**src/gat_cfg_pkg.sv**
```systemverilog
// ============================
// Datapath sizes and default dimensions of the Wh projection stage,
// shared by the engine, the FIFO and the result buffer
// ============================

package gat_cfg_pkg;

  // Signed feature and weight values
  localparam int DATA_WIDTH       = 8;

  // One accumulated Wh value, wraps modulo 2**20
  localparam int WH_DATA_WIDTH    = 20;

  // Default matrix shape, H row is 1 x FEATURE_IN, W is FEATURE_IN x FEATURE_OUT
  localparam int DEF_FEATURE_IN   = 8;
  localparam int DEF_FEATURE_OUT  = 4;

  // Rows held by the result buffer
  localparam int DEF_RESULT_DEPTH = 16;

  // Result row side fields
  localparam int NUM_NODE_WIDTH   = 8;

  // Index width for n entries, never below one bit
  function automatic int idx_w(input int n);
    return (n > 1) ? $clog2(n) : 1;
  endfunction

endpackage

```
**src/axil_pkg.sv**
```systemverilog
// ============================
// AXI4-Lite register map, response codes and the decoding of
// the write data word for weight and feature entries
// ============================

package axil_pkg;

  localparam int AXIL_ADDR_WIDTH = 8;
  localparam int AXIL_DATA_WIDTH = 32;

  // ============================
  // Register map
  // ============================
  // CTRL bit 0 clears the result buffer and the node counter
  localparam logic [AXIL_ADDR_WIDTH-1:0] REG_CTRL     = 8'h00;
  localparam logic [AXIL_ADDR_WIDTH-1:0] REG_NUM_NODE = 8'h04;
  localparam logic [AXIL_ADDR_WIDTH-1:0] REG_WEIGHT   = 8'h08;
  localparam logic [AXIL_ADDR_WIDTH-1:0] REG_FEATURE  = 8'h0C;
  // STATUS: [7:0] row count, [8] FIFO full, [9] buffer full
  localparam logic [AXIL_ADDR_WIDTH-1:0] REG_STATUS   = 8'h10;
  // RES_SEL: [15:8] row, [7:0] column
  localparam logic [AXIL_ADDR_WIDTH-1:0] REG_RES_SEL  = 8'h14;
  localparam logic [AXIL_ADDR_WIDTH-1:0] REG_RES_DATA = 8'h18;
  // RES_INFO: [7:0] node count, [8] source flag
  localparam logic [AXIL_ADDR_WIDTH-1:0] REG_RES_INFO = 8'h1C;

  localparam logic [1:0] RESP_OKAY   = 2'b00;
  localparam logic [1:0] RESP_SLVERR = 2'b10;

  // Write data seen as a weight entry or as a feature entry
  typedef union packed {
    struct packed {
      logic [7:0] unused;
      logic [7:0] row;
      logic [7:0] col;
      logic [7:0] value;
    } weight_entry;
    struct packed {
      logic [23:0] unused;
      logic [7:0]  value;
    } feature_entry;
  } axil_wdata_u;

endpackage

```
**src/feature_fifo.sv**
```systemverilog
// ============================
// Feature FIFO between the register block and the Wh engine
// ============================

module feature_fifo #(
  parameter int FIFO_DEPTH = 8,
  localparam int PTR_W     = gat_cfg_pkg::idx_w(FIFO_DEPTH),
  localparam int CNT_W     = $clog2(FIFO_DEPTH + 1)
) (
  input  logic                                      clk,
  input  logic                                      rst_n,
  input  logic                                      push,
  input  logic signed [gat_cfg_pkg::DATA_WIDTH-1:0] push_data,
  input  logic                                      pop,
  output logic signed [gat_cfg_pkg::DATA_WIDTH-1:0] pop_data,
  output logic                                      empty,
  output logic                                      full
);
  import gat_cfg_pkg::*;

  logic signed [DATA_WIDTH-1:0] mem [FIFO_DEPTH];
  logic [PTR_W-1:0]             wr_ptr;
  logic [PTR_W-1:0]             rd_ptr;
  logic [CNT_W-1:0]             count;
  logic                         wr_en;
  logic                         rd_en;

  assign wr_en    = push && !full;
  assign rd_en    = pop && !empty;
  assign empty    = (count == '0);
  assign full     = (count == CNT_W'(FIFO_DEPTH));
  assign pop_data = mem[rd_ptr];

  always_ff @(posedge clk) begin
    if (wr_en) begin
      mem[wr_ptr] <= push_data;
    end
  end

  // Pointers wrap at the last slot so any depth works
  always_ff @(posedge clk or negedge rst_n) begin
    if (!rst_n) begin
      wr_ptr <= '0;
      rd_ptr <= '0;
      count  <= '0;
    end else begin
      if (wr_en) begin
        wr_ptr <= (wr_ptr == PTR_W'(FIFO_DEPTH - 1)) ? '0 : wr_ptr + 1'b1;
      end
      if (rd_en) begin
        rd_ptr <= (rd_ptr == PTR_W'(FIFO_DEPTH - 1)) ? '0 : rd_ptr + 1'b1;
      end
      case ({wr_en, rd_en})
        2'b10:   count <= count + 1'b1;
        2'b01:   count <= count - 1'b1;
        default: count <= count;
      endcase
    end
  end

endmodule

```
**src/axil_regs.sv**
```systemverilog
// ============================
// AXI4-Lite slave of the Wh stage. Writes turn into weight writes,
// feature pushes and control; reads return status and results
// ============================

module axil_regs #(
  parameter int NUM_FEATURE_IN  = gat_cfg_pkg::DEF_FEATURE_IN,
  parameter int NUM_FEATURE_OUT = gat_cfg_pkg::DEF_FEATURE_OUT,
  parameter int RESULT_DEPTH    = gat_cfg_pkg::DEF_RESULT_DEPTH,
  localparam int W_ROW_W        = gat_cfg_pkg::idx_w(NUM_FEATURE_IN),
  localparam int W_COL_W        = gat_cfg_pkg::idx_w(NUM_FEATURE_OUT),
  localparam int RD_ROW_W       = gat_cfg_pkg::idx_w(RESULT_DEPTH),
  localparam int CNT_W          = $clog2(RESULT_DEPTH + 1)
) (
  input  logic                                        clk,
  input  logic                                        rst_n,
  // Write address, data and response
  input  logic [axil_pkg::AXIL_ADDR_WIDTH-1:0]        awaddr,
  input  logic                                        awvalid,
  output logic                                        awready,
  input  logic [axil_pkg::AXIL_DATA_WIDTH-1:0]        wdata,
  input  logic                                        wvalid,
  output logic                                        wready,
  output logic [1:0]                                  bresp,
  output logic                                        bvalid,
  input  logic                                        bready,
  // Read address and data
  input  logic [axil_pkg::AXIL_ADDR_WIDTH-1:0]        araddr,
  input  logic                                        arvalid,
  output logic                                        arready,
  output logic [axil_pkg::AXIL_DATA_WIDTH-1:0]        rdata,
  output logic [1:0]                                  rresp,
  output logic                                        rvalid,
  input  logic                                        rready,
  // Datapath status and result read port
  input  logic                                        fifo_full,
  input  logic [CNT_W-1:0]                            row_count,
  input  logic                                        buf_full,
  input  logic [axil_pkg::AXIL_DATA_WIDTH-1:0]        rd_value,
  input  logic [gat_cfg_pkg::NUM_NODE_WIDTH-1:0]      rd_num_node,
  input  logic                                        rd_src_flag,
  // Write side pulses and held settings
  output logic                                        weight_we,
  output logic [W_ROW_W-1:0]                          weight_row,
  output logic [W_COL_W-1:0]                          weight_col,
  output logic signed [gat_cfg_pkg::DATA_WIDTH-1:0]   weight_val,
  output logic                                        push,
  output logic signed [gat_cfg_pkg::DATA_WIDTH-1:0]   push_data,
  output logic                                        clear,
  output logic [gat_cfg_pkg::NUM_NODE_WIDTH-1:0]      num_node,
  output logic [RD_ROW_W-1:0]                         rd_row,
  output logic [W_COL_W-1:0]                          rd_col
);
  import gat_cfg_pkg::*;
  import axil_pkg::*;

  axil_wdata_u                wd;
  logic                       wr_is_feature;
  logic                       wr_accept;
  logic                       rd_accept;
  logic [AXIL_DATA_WIDTH-1:0] rd_mux;

  // Word aligned and inside the register window
  function automatic logic is_mapped(input logic [AXIL_ADDR_WIDTH-1:0] addr);
    return (addr[1:0] == 2'b00) && (addr <= REG_RES_INFO);
  endfunction

  // ============================
  // Write channel
  // ============================
  assign wd            = wdata;
  assign wr_is_feature = (awaddr == REG_FEATURE);

  // Address and data together, one response at a time, FIFO back-pressure
  assign wr_accept = awvalid && wvalid && !bvalid && !(wr_is_feature && fifo_full);
  assign awready   = wr_accept;
  assign wready    = wr_accept;

  assign weight_we  = wr_accept && (awaddr == REG_WEIGHT);
  assign weight_row = wd.weight_entry.row[W_ROW_W-1:0];
  assign weight_col = wd.weight_entry.col[W_COL_W-1:0];
  assign weight_val = wd.weight_entry.value;
  assign push       = wr_accept && wr_is_feature;
  assign push_data  = wd.feature_entry.value;
  assign clear      = wr_accept && (awaddr == REG_CTRL) && wdata[0];

  always_ff @(posedge clk or negedge rst_n) begin
    if (!rst_n) begin
      bvalid   <= 1'b0;
      bresp    <= RESP_OKAY;
      num_node <= '0;
      rd_row   <= '0;
      rd_col   <= '0;
    end else begin
      if (bvalid && bready) begin
        bvalid <= 1'b0;
      end
      if (wr_accept) begin
        bvalid <= 1'b1;
        bresp  <= is_mapped(awaddr) ? RESP_OKAY : RESP_SLVERR;
        if (awaddr == REG_NUM_NODE) begin
          num_node <= wdata[NUM_NODE_WIDTH-1:0];
        end
        if (awaddr == REG_RES_SEL) begin
          rd_row <= wdata[8 +: RD_ROW_W];
          rd_col <= wdata[0 +: W_COL_W];
        end
      end
    end
  end

  // ============================
  // Read channel
  // ============================
  assign rd_accept = arvalid && !rvalid;
  assign arready   = rd_accept;

  always_comb begin
    rd_mux = '0;
    case (araddr)
      REG_NUM_NODE: rd_mux[NUM_NODE_WIDTH-1:0] = num_node;
      REG_STATUS: begin
        rd_mux[CNT_W-1:0] = row_count;
        rd_mux[8]         = fifo_full;
        rd_mux[9]         = buf_full;
      end
      REG_RES_SEL: begin
        rd_mux[8 +: RD_ROW_W] = rd_row;
        rd_mux[0 +: W_COL_W]  = rd_col;
      end
      REG_RES_DATA: rd_mux = rd_value;
      REG_RES_INFO: begin
        rd_mux[NUM_NODE_WIDTH-1:0] = rd_num_node;
        rd_mux[8]                  = rd_src_flag;
      end
      default: rd_mux = '0;
    endcase
  end

  always_ff @(posedge clk or negedge rst_n) begin
    if (!rst_n) begin
      rvalid <= 1'b0;
      rresp  <= RESP_OKAY;
      rdata  <= '0;
    end else if (rd_accept) begin
      rvalid <= 1'b1;
      rresp  <= is_mapped(araddr) ? RESP_OKAY : RESP_SLVERR;
      rdata  <= rd_mux;
    end else if (rready) begin
      rvalid <= 1'b0;
    end
  end

endmodule

```
**src/wh_engine.sv**
```systemverilog
// ============================
// Wh = H x W engine. One feature per pop is multiplied against the
// weight row and added into one accumulator per output column
// ============================

module wh_engine #(
  parameter int NUM_FEATURE_IN  = gat_cfg_pkg::DEF_FEATURE_IN,
  parameter int NUM_FEATURE_OUT = gat_cfg_pkg::DEF_FEATURE_OUT,
  localparam int W_ROW_W        = gat_cfg_pkg::idx_w(NUM_FEATURE_IN),
  localparam int W_COL_W        = gat_cfg_pkg::idx_w(NUM_FEATURE_OUT)
) (
  input  logic                                      clk,
  input  logic                                      rst_n,
  input  logic                                      weight_we,
  input  logic [W_ROW_W-1:0]                        weight_row,
  input  logic [W_COL_W-1:0]                        weight_col,
  input  logic signed [gat_cfg_pkg::DATA_WIDTH-1:0] weight_val,
  input  logic [gat_cfg_pkg::NUM_NODE_WIDTH-1:0]    num_node,
  input  logic                                      clear,
  input  logic signed [gat_cfg_pkg::DATA_WIDTH-1:0] pop_data,
  input  logic                                      empty,
  input  logic                                      buf_full,
  output logic                                      pop,
  output logic                                      row_we,
  output logic [NUM_FEATURE_OUT-1:0][gat_cfg_pkg::WH_DATA_WIDTH-1:0] row_data,
  output logic [gat_cfg_pkg::NUM_NODE_WIDTH-1:0]    row_num_node,
  output logic                                      row_src_flag
);
  import gat_cfg_pkg::*;

  logic signed [DATA_WIDTH-1:0]    weight_mem [NUM_FEATURE_IN][NUM_FEATURE_OUT];
  logic signed [WH_DATA_WIDTH-1:0] prod       [NUM_FEATURE_OUT];
  logic signed [WH_DATA_WIDTH-1:0] acc        [NUM_FEATURE_OUT];
  logic signed [WH_DATA_WIDTH-1:0] acc_next   [NUM_FEATURE_OUT];
  logic [W_ROW_W-1:0]              idx;
  logic                            last_feat;
  logic [NUM_NODE_WIDTH-1:0]       node_cnt;
  logic [NUM_NODE_WIDTH:0]         node_cnt_inc;

  always_ff @(posedge clk) begin
    if (weight_we) begin
      weight_mem[weight_row][weight_col] <= weight_val;
    end
  end

  assign pop          = !empty && !buf_full;
  assign last_feat    = (idx == W_ROW_W'(NUM_FEATURE_IN - 1));
  assign node_cnt_inc = node_cnt + 1'b1;

  // ============================
  // Processing elements
  // ============================
  // First product of a row restarts the sum
  for (genvar c = 0; c < NUM_FEATURE_OUT; c++) begin : g_pe
    assign prod[c]     = pop_data * weight_mem[idx][c];
    assign acc_next[c] = (idx == '0) ? prod[c] : acc[c] + prod[c];

    always_ff @(posedge clk) begin
      if (pop) begin
        acc[c] <= acc_next[c];
      end
    end
  end

  // ============================
  // Row and node bookkeeping
  // ============================
  always_ff @(posedge clk or negedge rst_n) begin
    if (!rst_n) begin
      idx      <= '0;
      node_cnt <= '0;
      row_we   <= 1'b0;
    end else begin
      row_we <= pop && last_feat;
      if (pop) begin
        idx <= last_feat ? '0 : idx + 1'b1;
      end
      // Node count wraps at num_node, clear restarts the subgraph
      if (clear) begin
        node_cnt <= '0;
      end else if (pop && last_feat) begin
        node_cnt <= (node_cnt_inc >= num_node) ? '0 : node_cnt_inc[NUM_NODE_WIDTH-1:0];
      end
    end
  end

  // Finished row, valid while row_we is high
  always_ff @(posedge clk) begin
    if (pop && last_feat) begin
      for (int c = 0; c < NUM_FEATURE_OUT; c++) begin
        row_data[c] <= acc_next[c];
      end
      row_num_node <= num_node;
      row_src_flag <= (node_cnt == '0);
    end
  end

endmodule

```
**src/wh_result_buf.sv**
```systemverilog
// ============================
// Result buffer of finished Wh rows, read one value at a time
// ============================

module wh_result_buf #(
  parameter int NUM_FEATURE_OUT = gat_cfg_pkg::DEF_FEATURE_OUT,
  parameter int RESULT_DEPTH    = gat_cfg_pkg::DEF_RESULT_DEPTH,
  localparam int W_COL_W        = gat_cfg_pkg::idx_w(NUM_FEATURE_OUT),
  localparam int RD_ROW_W       = gat_cfg_pkg::idx_w(RESULT_DEPTH),
  localparam int CNT_W          = $clog2(RESULT_DEPTH + 1)
) (
  input  logic                                   clk,
  input  logic                                   rst_n,
  input  logic                                   clear,
  input  logic                                   row_we,
  input  logic [NUM_FEATURE_OUT-1:0][gat_cfg_pkg::WH_DATA_WIDTH-1:0] row_data,
  input  logic [gat_cfg_pkg::NUM_NODE_WIDTH-1:0] row_num_node,
  input  logic                                   row_src_flag,
  input  logic [RD_ROW_W-1:0]                    rd_row,
  input  logic [W_COL_W-1:0]                     rd_col,
  output logic [CNT_W-1:0]                       row_count,
  output logic                                   buf_full,
  output logic [axil_pkg::AXIL_DATA_WIDTH-1:0]   rd_value,
  output logic [gat_cfg_pkg::NUM_NODE_WIDTH-1:0] rd_num_node,
  output logic                                   rd_src_flag
);
  import gat_cfg_pkg::*;
  import axil_pkg::*;

  logic [NUM_FEATURE_OUT-1:0][WH_DATA_WIDTH-1:0] data_mem [RESULT_DEPTH];
  logic [NUM_NODE_WIDTH-1:0]                     node_mem [RESULT_DEPTH];
  logic                                          flag_mem [RESULT_DEPTH];
  logic [WH_DATA_WIDTH-1:0]                      sel_value;
  logic                                          wr_en;

  assign buf_full = (row_count == CNT_W'(RESULT_DEPTH));
  assign wr_en    = row_we && !buf_full;

  always_ff @(posedge clk) begin
    if (wr_en) begin
      data_mem[row_count[RD_ROW_W-1:0]] <= row_data;
      node_mem[row_count[RD_ROW_W-1:0]] <= row_num_node;
      flag_mem[row_count[RD_ROW_W-1:0]] <= row_src_flag;
    end
  end

  // Clear wins over a row landing in the same cycle
  always_ff @(posedge clk or negedge rst_n) begin
    if (!rst_n) begin
      row_count <= '0;
    end else if (clear) begin
      row_count <= '0;
    end else if (wr_en) begin
      row_count <= row_count + 1'b1;
    end
  end

  // Sign extended to the bus width
  assign sel_value   = data_mem[rd_row][rd_col];
  assign rd_value    = {{(AXIL_DATA_WIDTH - WH_DATA_WIDTH){sel_value[WH_DATA_WIDTH-1]}},
                        sel_value};
  assign rd_num_node = node_mem[rd_row];
  assign rd_src_flag = flag_mem[rd_row];

endmodule

```
**src/gat_wh_top.sv**
```systemverilog
// ============================
// Top of the Wh projection stage, an AXI4-Lite slave in front of
// the feature FIFO, the Wh engine and the result buffer
// ============================

module gat_wh_top #(
  parameter int NUM_FEATURE_IN  = gat_cfg_pkg::DEF_FEATURE_IN,
  parameter int NUM_FEATURE_OUT = gat_cfg_pkg::DEF_FEATURE_OUT,
  parameter int RESULT_DEPTH    = gat_cfg_pkg::DEF_RESULT_DEPTH,
  parameter int FIFO_DEPTH      = 8
) (
  input  logic                                 clk,
  input  logic                                 rst_n,
  input  logic [axil_pkg::AXIL_ADDR_WIDTH-1:0] awaddr,
  input  logic                                 awvalid,
  output logic                                 awready,
  input  logic [axil_pkg::AXIL_DATA_WIDTH-1:0] wdata,
  input  logic                                 wvalid,
  output logic                                 wready,
  output logic [1:0]                           bresp,
  output logic                                 bvalid,
  input  logic                                 bready,
  input  logic [axil_pkg::AXIL_ADDR_WIDTH-1:0] araddr,
  input  logic                                 arvalid,
  output logic                                 arready,
  output logic [axil_pkg::AXIL_DATA_WIDTH-1:0] rdata,
  output logic [1:0]                           rresp,
  output logic                                 rvalid,
  input  logic                                 rready
);
  import gat_cfg_pkg::*;
  import axil_pkg::*;

  localparam int W_ROW_W  = idx_w(NUM_FEATURE_IN);
  localparam int W_COL_W  = idx_w(NUM_FEATURE_OUT);
  localparam int RD_ROW_W = idx_w(RESULT_DEPTH);
  localparam int CNT_W    = $clog2(RESULT_DEPTH + 1);

  logic                                          weight_we;
  logic [W_ROW_W-1:0]                            weight_row;
  logic [W_COL_W-1:0]                            weight_col;
  logic signed [DATA_WIDTH-1:0]                  weight_val;
  logic                                          push;
  logic signed [DATA_WIDTH-1:0]                  push_data;
  logic                                          clear;
  logic [NUM_NODE_WIDTH-1:0]                     num_node;
  logic                                          pop;
  logic signed [DATA_WIDTH-1:0]                  pop_data;
  logic                                          empty;
  logic                                          fifo_full;
  logic                                          row_we;
  logic [NUM_FEATURE_OUT-1:0][WH_DATA_WIDTH-1:0] row_data;
  logic [NUM_NODE_WIDTH-1:0]                     row_num_node;
  logic                                          row_src_flag;
  logic [CNT_W-1:0]                              row_count;
  logic                                          buf_full;
  logic [RD_ROW_W-1:0]                           rd_row;
  logic [W_COL_W-1:0]                            rd_col;
  logic [AXIL_DATA_WIDTH-1:0]                    rd_value;
  logic [NUM_NODE_WIDTH-1:0]                     rd_num_node;
  logic                                          rd_src_flag;

  // ============================
  // Input side
  // ============================
  axil_regs #(
    .NUM_FEATURE_IN  (NUM_FEATURE_IN),
    .NUM_FEATURE_OUT (NUM_FEATURE_OUT),
    .RESULT_DEPTH    (RESULT_DEPTH)
  ) u_axil_regs (
    .clk, .rst_n,
    .awaddr, .awvalid, .awready, .wdata, .wvalid, .wready,
    .bresp, .bvalid, .bready,
    .araddr, .arvalid, .arready, .rdata, .rresp, .rvalid, .rready,
    .fifo_full, .row_count, .buf_full, .rd_value, .rd_num_node, .rd_src_flag,
    .weight_we, .weight_row, .weight_col, .weight_val,
    .push, .push_data, .clear, .num_node, .rd_row, .rd_col
  );

  feature_fifo #(
    .FIFO_DEPTH (FIFO_DEPTH)
  ) u_feature_fifo (
    .clk, .rst_n, .push, .push_data, .pop, .pop_data, .empty,
    .full (fifo_full)
  );

  // ============================
  // Processing and output side
  // ============================
  wh_engine #(
    .NUM_FEATURE_IN  (NUM_FEATURE_IN),
    .NUM_FEATURE_OUT (NUM_FEATURE_OUT)
  ) u_wh_engine (
    .clk, .rst_n, .weight_we, .weight_row, .weight_col, .weight_val,
    .num_node, .clear, .pop_data, .empty, .buf_full,
    .pop, .row_we, .row_data, .row_num_node, .row_src_flag
  );

  wh_result_buf #(
    .NUM_FEATURE_OUT (NUM_FEATURE_OUT),
    .RESULT_DEPTH    (RESULT_DEPTH)
  ) u_wh_result_buf (
    .clk, .rst_n, .clear, .row_we, .row_data, .row_num_node, .row_src_flag,
    .rd_row, .rd_col, .row_count, .buf_full, .rd_value, .rd_num_node, .rd_src_flag
  );

endmodule

```
**config.mk**
```make
export PLATFORM = sky130hd
export DESIGN_NAME = gat_wh_top
export DESIGN_NICKNAME = d
export VERILOG_FILES = /design/src/gat_cfg_pkg.sv /design/src/axil_pkg.sv /design/src/feature_fifo.sv /design/src/axil_regs.sv /design/src/wh_engine.sv /design/src/wh_result_buf.sv /design/src/gat_wh_top.sv
export SDC_FILE = /design/constraint.sdc
export NUM_CORES = 2
export LEC_CHECK = 0
export ABC_AREA = 1
export BUFFER_PORTS_ARGS = -buffer_cell sky130_fd_sc_hd__buf_2
export CAP_MARGIN = 20
export CORE_UTILIZATION = 40
export CTS_BUF_LIST = sky130_fd_sc_hd__clkbuf_16
export CTS_CLUSTER_SIZE = 24
export DETAILED_ROUTE_END_ITERATION = 16
export PLACE_DENSITY = 0.61
export SLEW_MARGIN = 5
export SYNTH_ARGS = -nofsm -noshare
export SYNTH_HDL_FRONTEND = slang
export SYNTH_SLANG_ARGS = --single-unit
```
**constraint.sdc**
```tcl
create_clock -name clk -period 16.8 [get_ports clk]
set_input_delay 1.68 -clock clk [delete_from_list [all_inputs] [get_ports clk]]
set_output_delay 1.68 -clock clk [all_outputs]
set_load 0.01 [all_outputs]
```
* Yosys cells after proc, flatten, opt, wreduce, memory -nomap -nowiden
Memory sizes are Yosys's and may differ from the RTL's. Cells that the tools add are included.
Cells by class: multipliers 4, reductions and logical operators 37, order comparisons 6, muxes and demuxes 38, $add $sub $neg 11, bitwise operators 1, eq/ne operators 16
Operator list (count):
- 20-bit 2-to-1 mux | 6
- 20-bit adder | 4
- 8-bit by 8-bit multiplier with 16-bit output | 4
- 20-bit binary-select mux with 2-bit select | 1
- 8-bit by 5-bit == test with 1-bit output, second input constant | 5
- 32-bit 2-to-1 mux | 1
- 8-bit 2-to-1 mux | 4
- 1-bit logical AND | 18
- 8-bit demux with 2-bit select | 1
- 8-bit by 3-bit == test with 1-bit output, second input constant | 2
- 8-bit by 4-bit == test with 1-bit output, second input constant | 2
- 8-bit by 5-bit less-or-equal comparator with 1-bit output, second input constant | 2
- 8-bit zero test | 2
- 3-bit case mux with 4 select lines | 1
- 1-bit 2-to-1 mux | 11
- 5-bit 2-to-1 mux | 2
- 2-bit case mux with 5 select lines | 1
- 2-bit nonzero test | 5
- 3-bit by 1-bit adder with 3-bit output, second input constant | 3
- 8-bit by 1-bit adder with 9-bit output, second input constant | 1
- 3-bit == test, second input constant | 3
- 9-bit by 8-bit >= comparator with 1-bit output | 1
- 3-bit 2-to-1 mux | 3
- 3-bit case mux with 3 select lines | 1
- 21 further kinds | 29
Word-level totals: memories kept 6, bits in writable memories 1824, register bits 168, bits of input ports 55, word-level logic and storage cells 140
Memory list:
- u_wh_result_buf.data_mem | words 16, bits a word 80, read ports 1, clocked after memory_dff 0, wr ports 1, line wh_result_buf.sv:30 | logic [NUM_FEATURE_OUT-1:0][WH_DATA_WIDTH-1:0] data_mem [RESULT_DEPTH];
- u_wh_engine.weight_mem | words 8, bits a word 32, read ports 1, clocked after memory_dff 0, wr ports 1, line wh_engine.sv:31 | logic signed [DATA_WIDTH-1:0] weight_mem [NUM_FEATURE_IN][NUM_FEATURE_OUT];
- u_wh_result_buf.node_mem | words 16, bits a word 8, read ports 1, clocked after memory_dff 0, wr ports 1, line wh_result_buf.sv:31 | logic [NUM_NODE_WIDTH-1:0] node_mem [RESULT_DEPTH];
- u_wh_engine.acc | words 4, bits a word 20, read ports 4, clocked after memory_dff 0, wr ports 4, line wh_engine.sv:33 | logic signed [WH_DATA_WIDTH-1:0] acc [NUM_FEATURE_OUT];
- u_feature_fifo.mem | words 8, bits a word 8, read ports 1, clocked after memory_dff 0, wr ports 1, line feature_fifo.sv:21 | logic signed [DATA_WIDTH-1:0] mem [FIFO_DEPTH];
- u_wh_result_buf.flag_mem | words 16, bits a word 1, read ports 1, clocked after memory_dff 0, wr ports 1, line wh_result_buf.sv:32 | logic flag_mem [RESULT_DEPTH];

* Depth between registers and ports, before layout
depth after elaboration 8, mapped depth 40, gate-level depth less buffers 37

* Cells and area by module
From an unflattened synthesis, not the netlist that was laid out.
Unflattened totals: cell total of the unflattened synthesis 8939, area total of the unflattened synthesis 95665.5 µm²
Modules (own cells, without submodules):
- wh_result_buf | area an instance 57507.7 µm², seq. area each 42886.1 µm², cells each 4733, instances 1
- wh_engine | area an instance 31993.2 µm², seq. area each 13062.5 µm², cells each 3496, instances 1
- feature_fifo | area an instance 3427.0 µm², seq. area each 2172.1 µm², cells each 364, instances 1
- axil_regs | area an instance 2737.6 µm², seq. area each 1251.2 µm², cells each 346, instances 1

* Worst setup path before layout
OpenSTA, ideal clock, no wires.
path type register to register, from register u_wh_result_buf.row_count[0], to register u_wh_engine.node_cnt[0], data required time 16734 ps, path slack 10026 ps, clock period less this slack 6774 ps, arrival time 6708 ps, stages on the path, launching flop included 10, cell sequence dfrtp_1 -> inv_1 -> ha_1 -> nand3_1 -> nand2_1 -> nor2_1 -> clkinv_1 -> nor2_4 -> nand3_1 -> nand2_1
Between the ends: longest elaborated chain between the ends 5
Ends and longest elaborated chain:
- start, declared | line wh_result_buf.sv:21 | output logic [CNT_W-1:0] row_count,
- start signal, assigned | line wh_result_buf.sv:54 | row_count <= row_count + 1'b1;
- 5-bit == test | line wh_result_buf.sv:36 | assign buf_full = (row_count == CNT_W'(RESULT_DEPTH));
- 1-bit zero test | line wh_engine.sv:46 | assign pop = !empty && !buf_full;
- 1-bit logical AND | line wh_engine.sv:46
- 1-bit logical AND | line wh_engine.sv:81 | end else if (pop && last_feat) begin
- 2-bit nonzero test (no line)
- end signal, assigned | line wh_engine.sv:82 | node_cnt <= (node_cnt_inc >= num_node) ? '0 : node_cnt_inc[NUM_NODE_WIDTH-1:0];
- end, declared | line wh_engine.sv:37 | logic [NUM_NODE_WIDTH-1:0] node_cnt;
Every way passes these cells. A chain may end at the register's enable or synchronous reset.

==> flow_metrics.py <==
metrics = {
    "global_route": {
        "antenna_found_initial": 12,
        "grt_max_degree": 201,
        "grt_pass1_wl_um": 378300,
        "met2_usage_pct": 35.04,
        "met3_usage_pct": 2.779,
        "grt_pass1_vias": 60930,
        "top_usage_layer": "met2",
        "globalRouteOverflowTotal": 0,
        "grt_util_met1_pct": 28.61,
        "grt_util_all_layers_pct": 21.16,
    },
    "logic_synthesis": {
        "synth-seq-area-share_pct": 63.04,
        "synth.distinct_cells": 57,
        "syn_avg_cell_area_sq_um": 11.15,
        "syn_area_sq_um": 93710,
        "synth_seq_cells": 1978,
        "synth-edff-count": 1913,
        "synth-async-reset-ratio_pct": 3.286,
        "synth_ff_type": "edfxtp_1",
        "synth_warnings": 0,
        "synth_cells": 8402,
    },
    "cells_and_area": {
        "fillers": 21260,
        "nNetsFinal": 8860,
        "seq_area_sq_um": 59090,
        "multi_input_area_sq_um": 29750,
        "layout-drive-gt1-share_pct": 6.205,
        "syn2layout_area_growth_pct": 9.860,
    },
    "floorplanning": {
        "die_y_um": 486.0,
        "io_pins": 96,
        "start_util_pct": 40.26,
        "core_sq_um": 232800,
        "fp.dieW_um": 486.0,
        "die-area_sq_um": 236200,
        "num_rows": 177,
    },
    "timing": {
        "fin_setup_tns_ns": 0,
        "fmax_mhz": 106.5,
        "slew_headroom_pct": 15.43,
        "hold_viol": 0,
        "period_share_pct": 55.88,
        "period_needed_ns": 9.387,
        "rsz0062_at_grt": "no",
        "clock_skew_ns": 0.1014,
        "report.final.slew_viol_count": 0,
        "finalSetupViolations": 0,
        "tightestPinTransition_ns": 1.269,
    },
    "drt": {
        "drt_pass1_iterations": 6,
        "wl_per_cell_um": 21.66,
        "remaining_drc_errors": 0,
        "drt-initial-drc-count": 6260,
        "postRouteAntennaNets": 0,
        "via_per_inst": 5.342,
        "num_vias": 62320,
        "drt_wl_total_um": 252700,
    },
    "run_status": {
        "outcome": "finished clean",
    },
    "setup_path": {
        "cp_data_arrival_time_ns": 9.90,
        "worst-path-max-fanout": 72,
        "crit_type": "flop to flop",
        "critical_path_required_ns": 17.31,
        "ff2ff_path_depth": 27,
        "r2r_setup_slack_ns": 7.41,
        "r2r_start": "u_wh_engine.idx[0]$_DFFE_PN0P_",
        "r2r-end": "u_wh_engine.acc[1][17]$_DFFE_PP_",
        "start_kind": "flop",
        "crit_path_end_kind": "flop",
    },
    "clock_network": {
        "post_cts.repair.setup_buffers": 0,
        "htree_levels": 4,
        "tritoncts": "done",
        "clock_sink_count": 1978,
        "clk_pin_slew_ns": 0.06,
        "clockBufferDepth": 3,
        "cts_hold_buffers": 0,
        "cts_root_buf": "clkbuf_16",
        "cts_made_buffers": 202,
        "insertion_delay_ns": 0.89,
        "ctsResizeCount": 0,
    },
    "place": {
        "dp_hpwl_um": 142000,
        "portBuffers": 76,
        "gp_congestion": 0.8609,
    },
    "job": {
        "drv_cap": 0,
    },
    "worst_hold_path": {
        "holdPathStages": 2,
        "min_to": "u_axil_regs.rdata[5]$_DFFE_PN0P_",
        "worstHoldPathType": "flop to flop",
        "holdCritStartpoint": "u_axil_regs.rdata[5]$_DFFE_PN0P_",
    },
}
state kept, by name, summed over array words and instances (netlist names), 5 cells and up:
name / count
u_wh_result_buf.data_mem: 1280
u_wh_engine.weight_mem: 256
u_wh_result_buf.node_mem: 128
u_wh_engine.acc: 80
u_wh_engine.row_data: 80
u_feature_fifo.mem: 64
u_axil_regs.rdata: 20
u_wh_result_buf.flag_mem: 16
u_axil_regs.num_node: 8
u_wh_engine.node_cnt: 8
u_wh_engine.row_num_node: 8
u_wh_result_buf.row_count: 5
cells in the mapped netlist (all sizes together) (43+ instances only):
cell type	count	share of area [%]
edfxtp	1913	61
nand2	1917	7.7
o22ai	85	0.57
o31ai	67	0.54
clkbuf	112	0.46
xor2	49	0.47
buf	310	2.3
xnor2	43	0.40
o21ai	551	3.0
inv	618	2.5
fa	225	4.8
dfrtp	65	1.7
ha	228	3.0
nand3	891	4.8
a21oi	247	1.3
nor2	872	3.5
metal layers:
metal | vias to the layer above | part of all wire [%]
li1 | 28900 | -
met1 | 30670 | 42
met2 | 2277 | 47
met3 | 470 | 6.9
met4 | 8 | 3.4
met5 | - | 0.021
placed cells by master (no fill, tap or decap), types with 16 or more instances in the layout:
| master | count |
|---|---|
| xnor2_1 | 43 |
| a21oi_1 | 247 |
| clkinv_1 | 48 |
| clkbuf_16 | 202 |
| inv_1 | 638 |
| nor2_1 | 864 |
| o221ai_1 | 22 |
| nand3_1 | 890 |
| nor3_1 | 26 |
| o21ai_0 | 479 |
| fa_1 | 225 |
| inv_6 | 18 |
| bufinv_16 | 16 |
| edfxtp_1 | 1913 |
| o211ai_1 | 28 |
| o21ai_1 | 57 |
| nand2_1 | 1913 |
| dfrtp_1 | 58 |
| nand4_1 | 33 |
| o31ai_1 | 67 |
| buf_4 | 85 |
| o32ai_1 | 16 |
| xor2_1 | 48 |
| ha_1 | 228 |
| clkinv_2 | 30 |
| o22ai_1 | 85 |
| buf_2 | 76 |
layout make-up:
class,count,area share [%]
timing repair buffer,167,1.097
tap,3132,3.806
clock buffer,202,4.910
sequential,1978,57.40
clock inverter,176,1.491
antenna,8,0.01945
inverter,622,2.378
multi-input combinational,5381,28.90
worst max-delay path: stages, from the launching register on:
cell      delay, ns
dfrtp_4        0.62
inv_2          0.74
buf_4          0.72
nor2_1         0.12
o22ai_1        0.22
inv_1          0.11
o21ai_1        0.43
nand2_1        0.15
fa_1           0.67
inv_1          0.11
fa_1           0.51
inv_1          0.05
fa_1           0.50
inv_1          0.05
fa_1           0.45
ha_1           0.35
inv_1          0.07
nor3_1         0.25
nand3_1        0.12
nand4_1        0.11
xor2_1         0.67
ha_1           0.44
a21o_1         0.24
a211oi_1       0.28
nand3_1        0.19
nand2_1        0.09
nand2_1        0.04
o21ai_0        0.69
worst max path at each step:
stage | start | depth (start not counted) | slack [ns] | end
2_1_floorplan | u_wh_result_buf.row_count[0]$_DFFE_PN0P_ | 9 | 10.03 | u_wh_engine.node_cnt[0]$_DFFE_PN0P_
6_report | u_wh_engine.idx[0]$_DFFE_PN0P_ | 27 | 7.41 | u_wh_engine.acc[1][17]$_DFFE_PP_
3_3_place_gp | u_wh_engine.idx[0]$_DFFE_PN0P_ | 27 | 7.66 | u_wh_engine.row_data[37]$_DFFE_PP_
5_1_grt | u_wh_engine.idx[0]$_DFFE_PN0P_ | 27 | 6.88 | u_wh_engine.acc[1][17]$_DFFE_PP_
4_1_cts | u_wh_engine.idx[0]$_DFFE_PN0P_ | 27 | 7.50 | u_wh_engine.acc[1][17]$_DFFE_PP_
3_5_place_dp | u_wh_engine.idx[0]$_DFFE_PN0P_ | 27 | 7.53 | u_wh_engine.row_data[37]$_DFFE_PP_
logic make-up after synthesis:
logic type	count (synthesis)	share of synthesized area, %
AND/OR/NAND/NOR	3779	16.64
flip-flops	1978	63.04
AO/OA/AOI/OAI	1051	6.323
buffers and inverters	1044	5.238
adder cells (fa/ha/maj)	453	7.851
XOR/XNOR	92	0.8678
multiplexers	4	0.04273
other	1	0.004002
per-stage QoR:
stage / util [%] / cells / instance area (sq um) / setup slack, ns / hold WS [ns]
6_report: 44.23 / 11670 / 103000 / 7.413 / 0.4748
5_1_grt: 44.22 / 11660 / 102900 / 6.877 / 0.4914
4_1_cts: 44.22 / 11660 / 102900 / 7.502 / 0.4785
3_5_place_dp: 41.39 / 11280 / 96340 / 7.529 / 0.4622
3_3_place_gp: 41.38 / 11280 / 96330 / 7.656 / 0.4593
2_1_floorplan: - / 8403 / 93720 / 10.03 / 0.4469
Power is not shown: default switching activity piles up to over one toggle a cycle in this logic, so the estimate is an artifact.
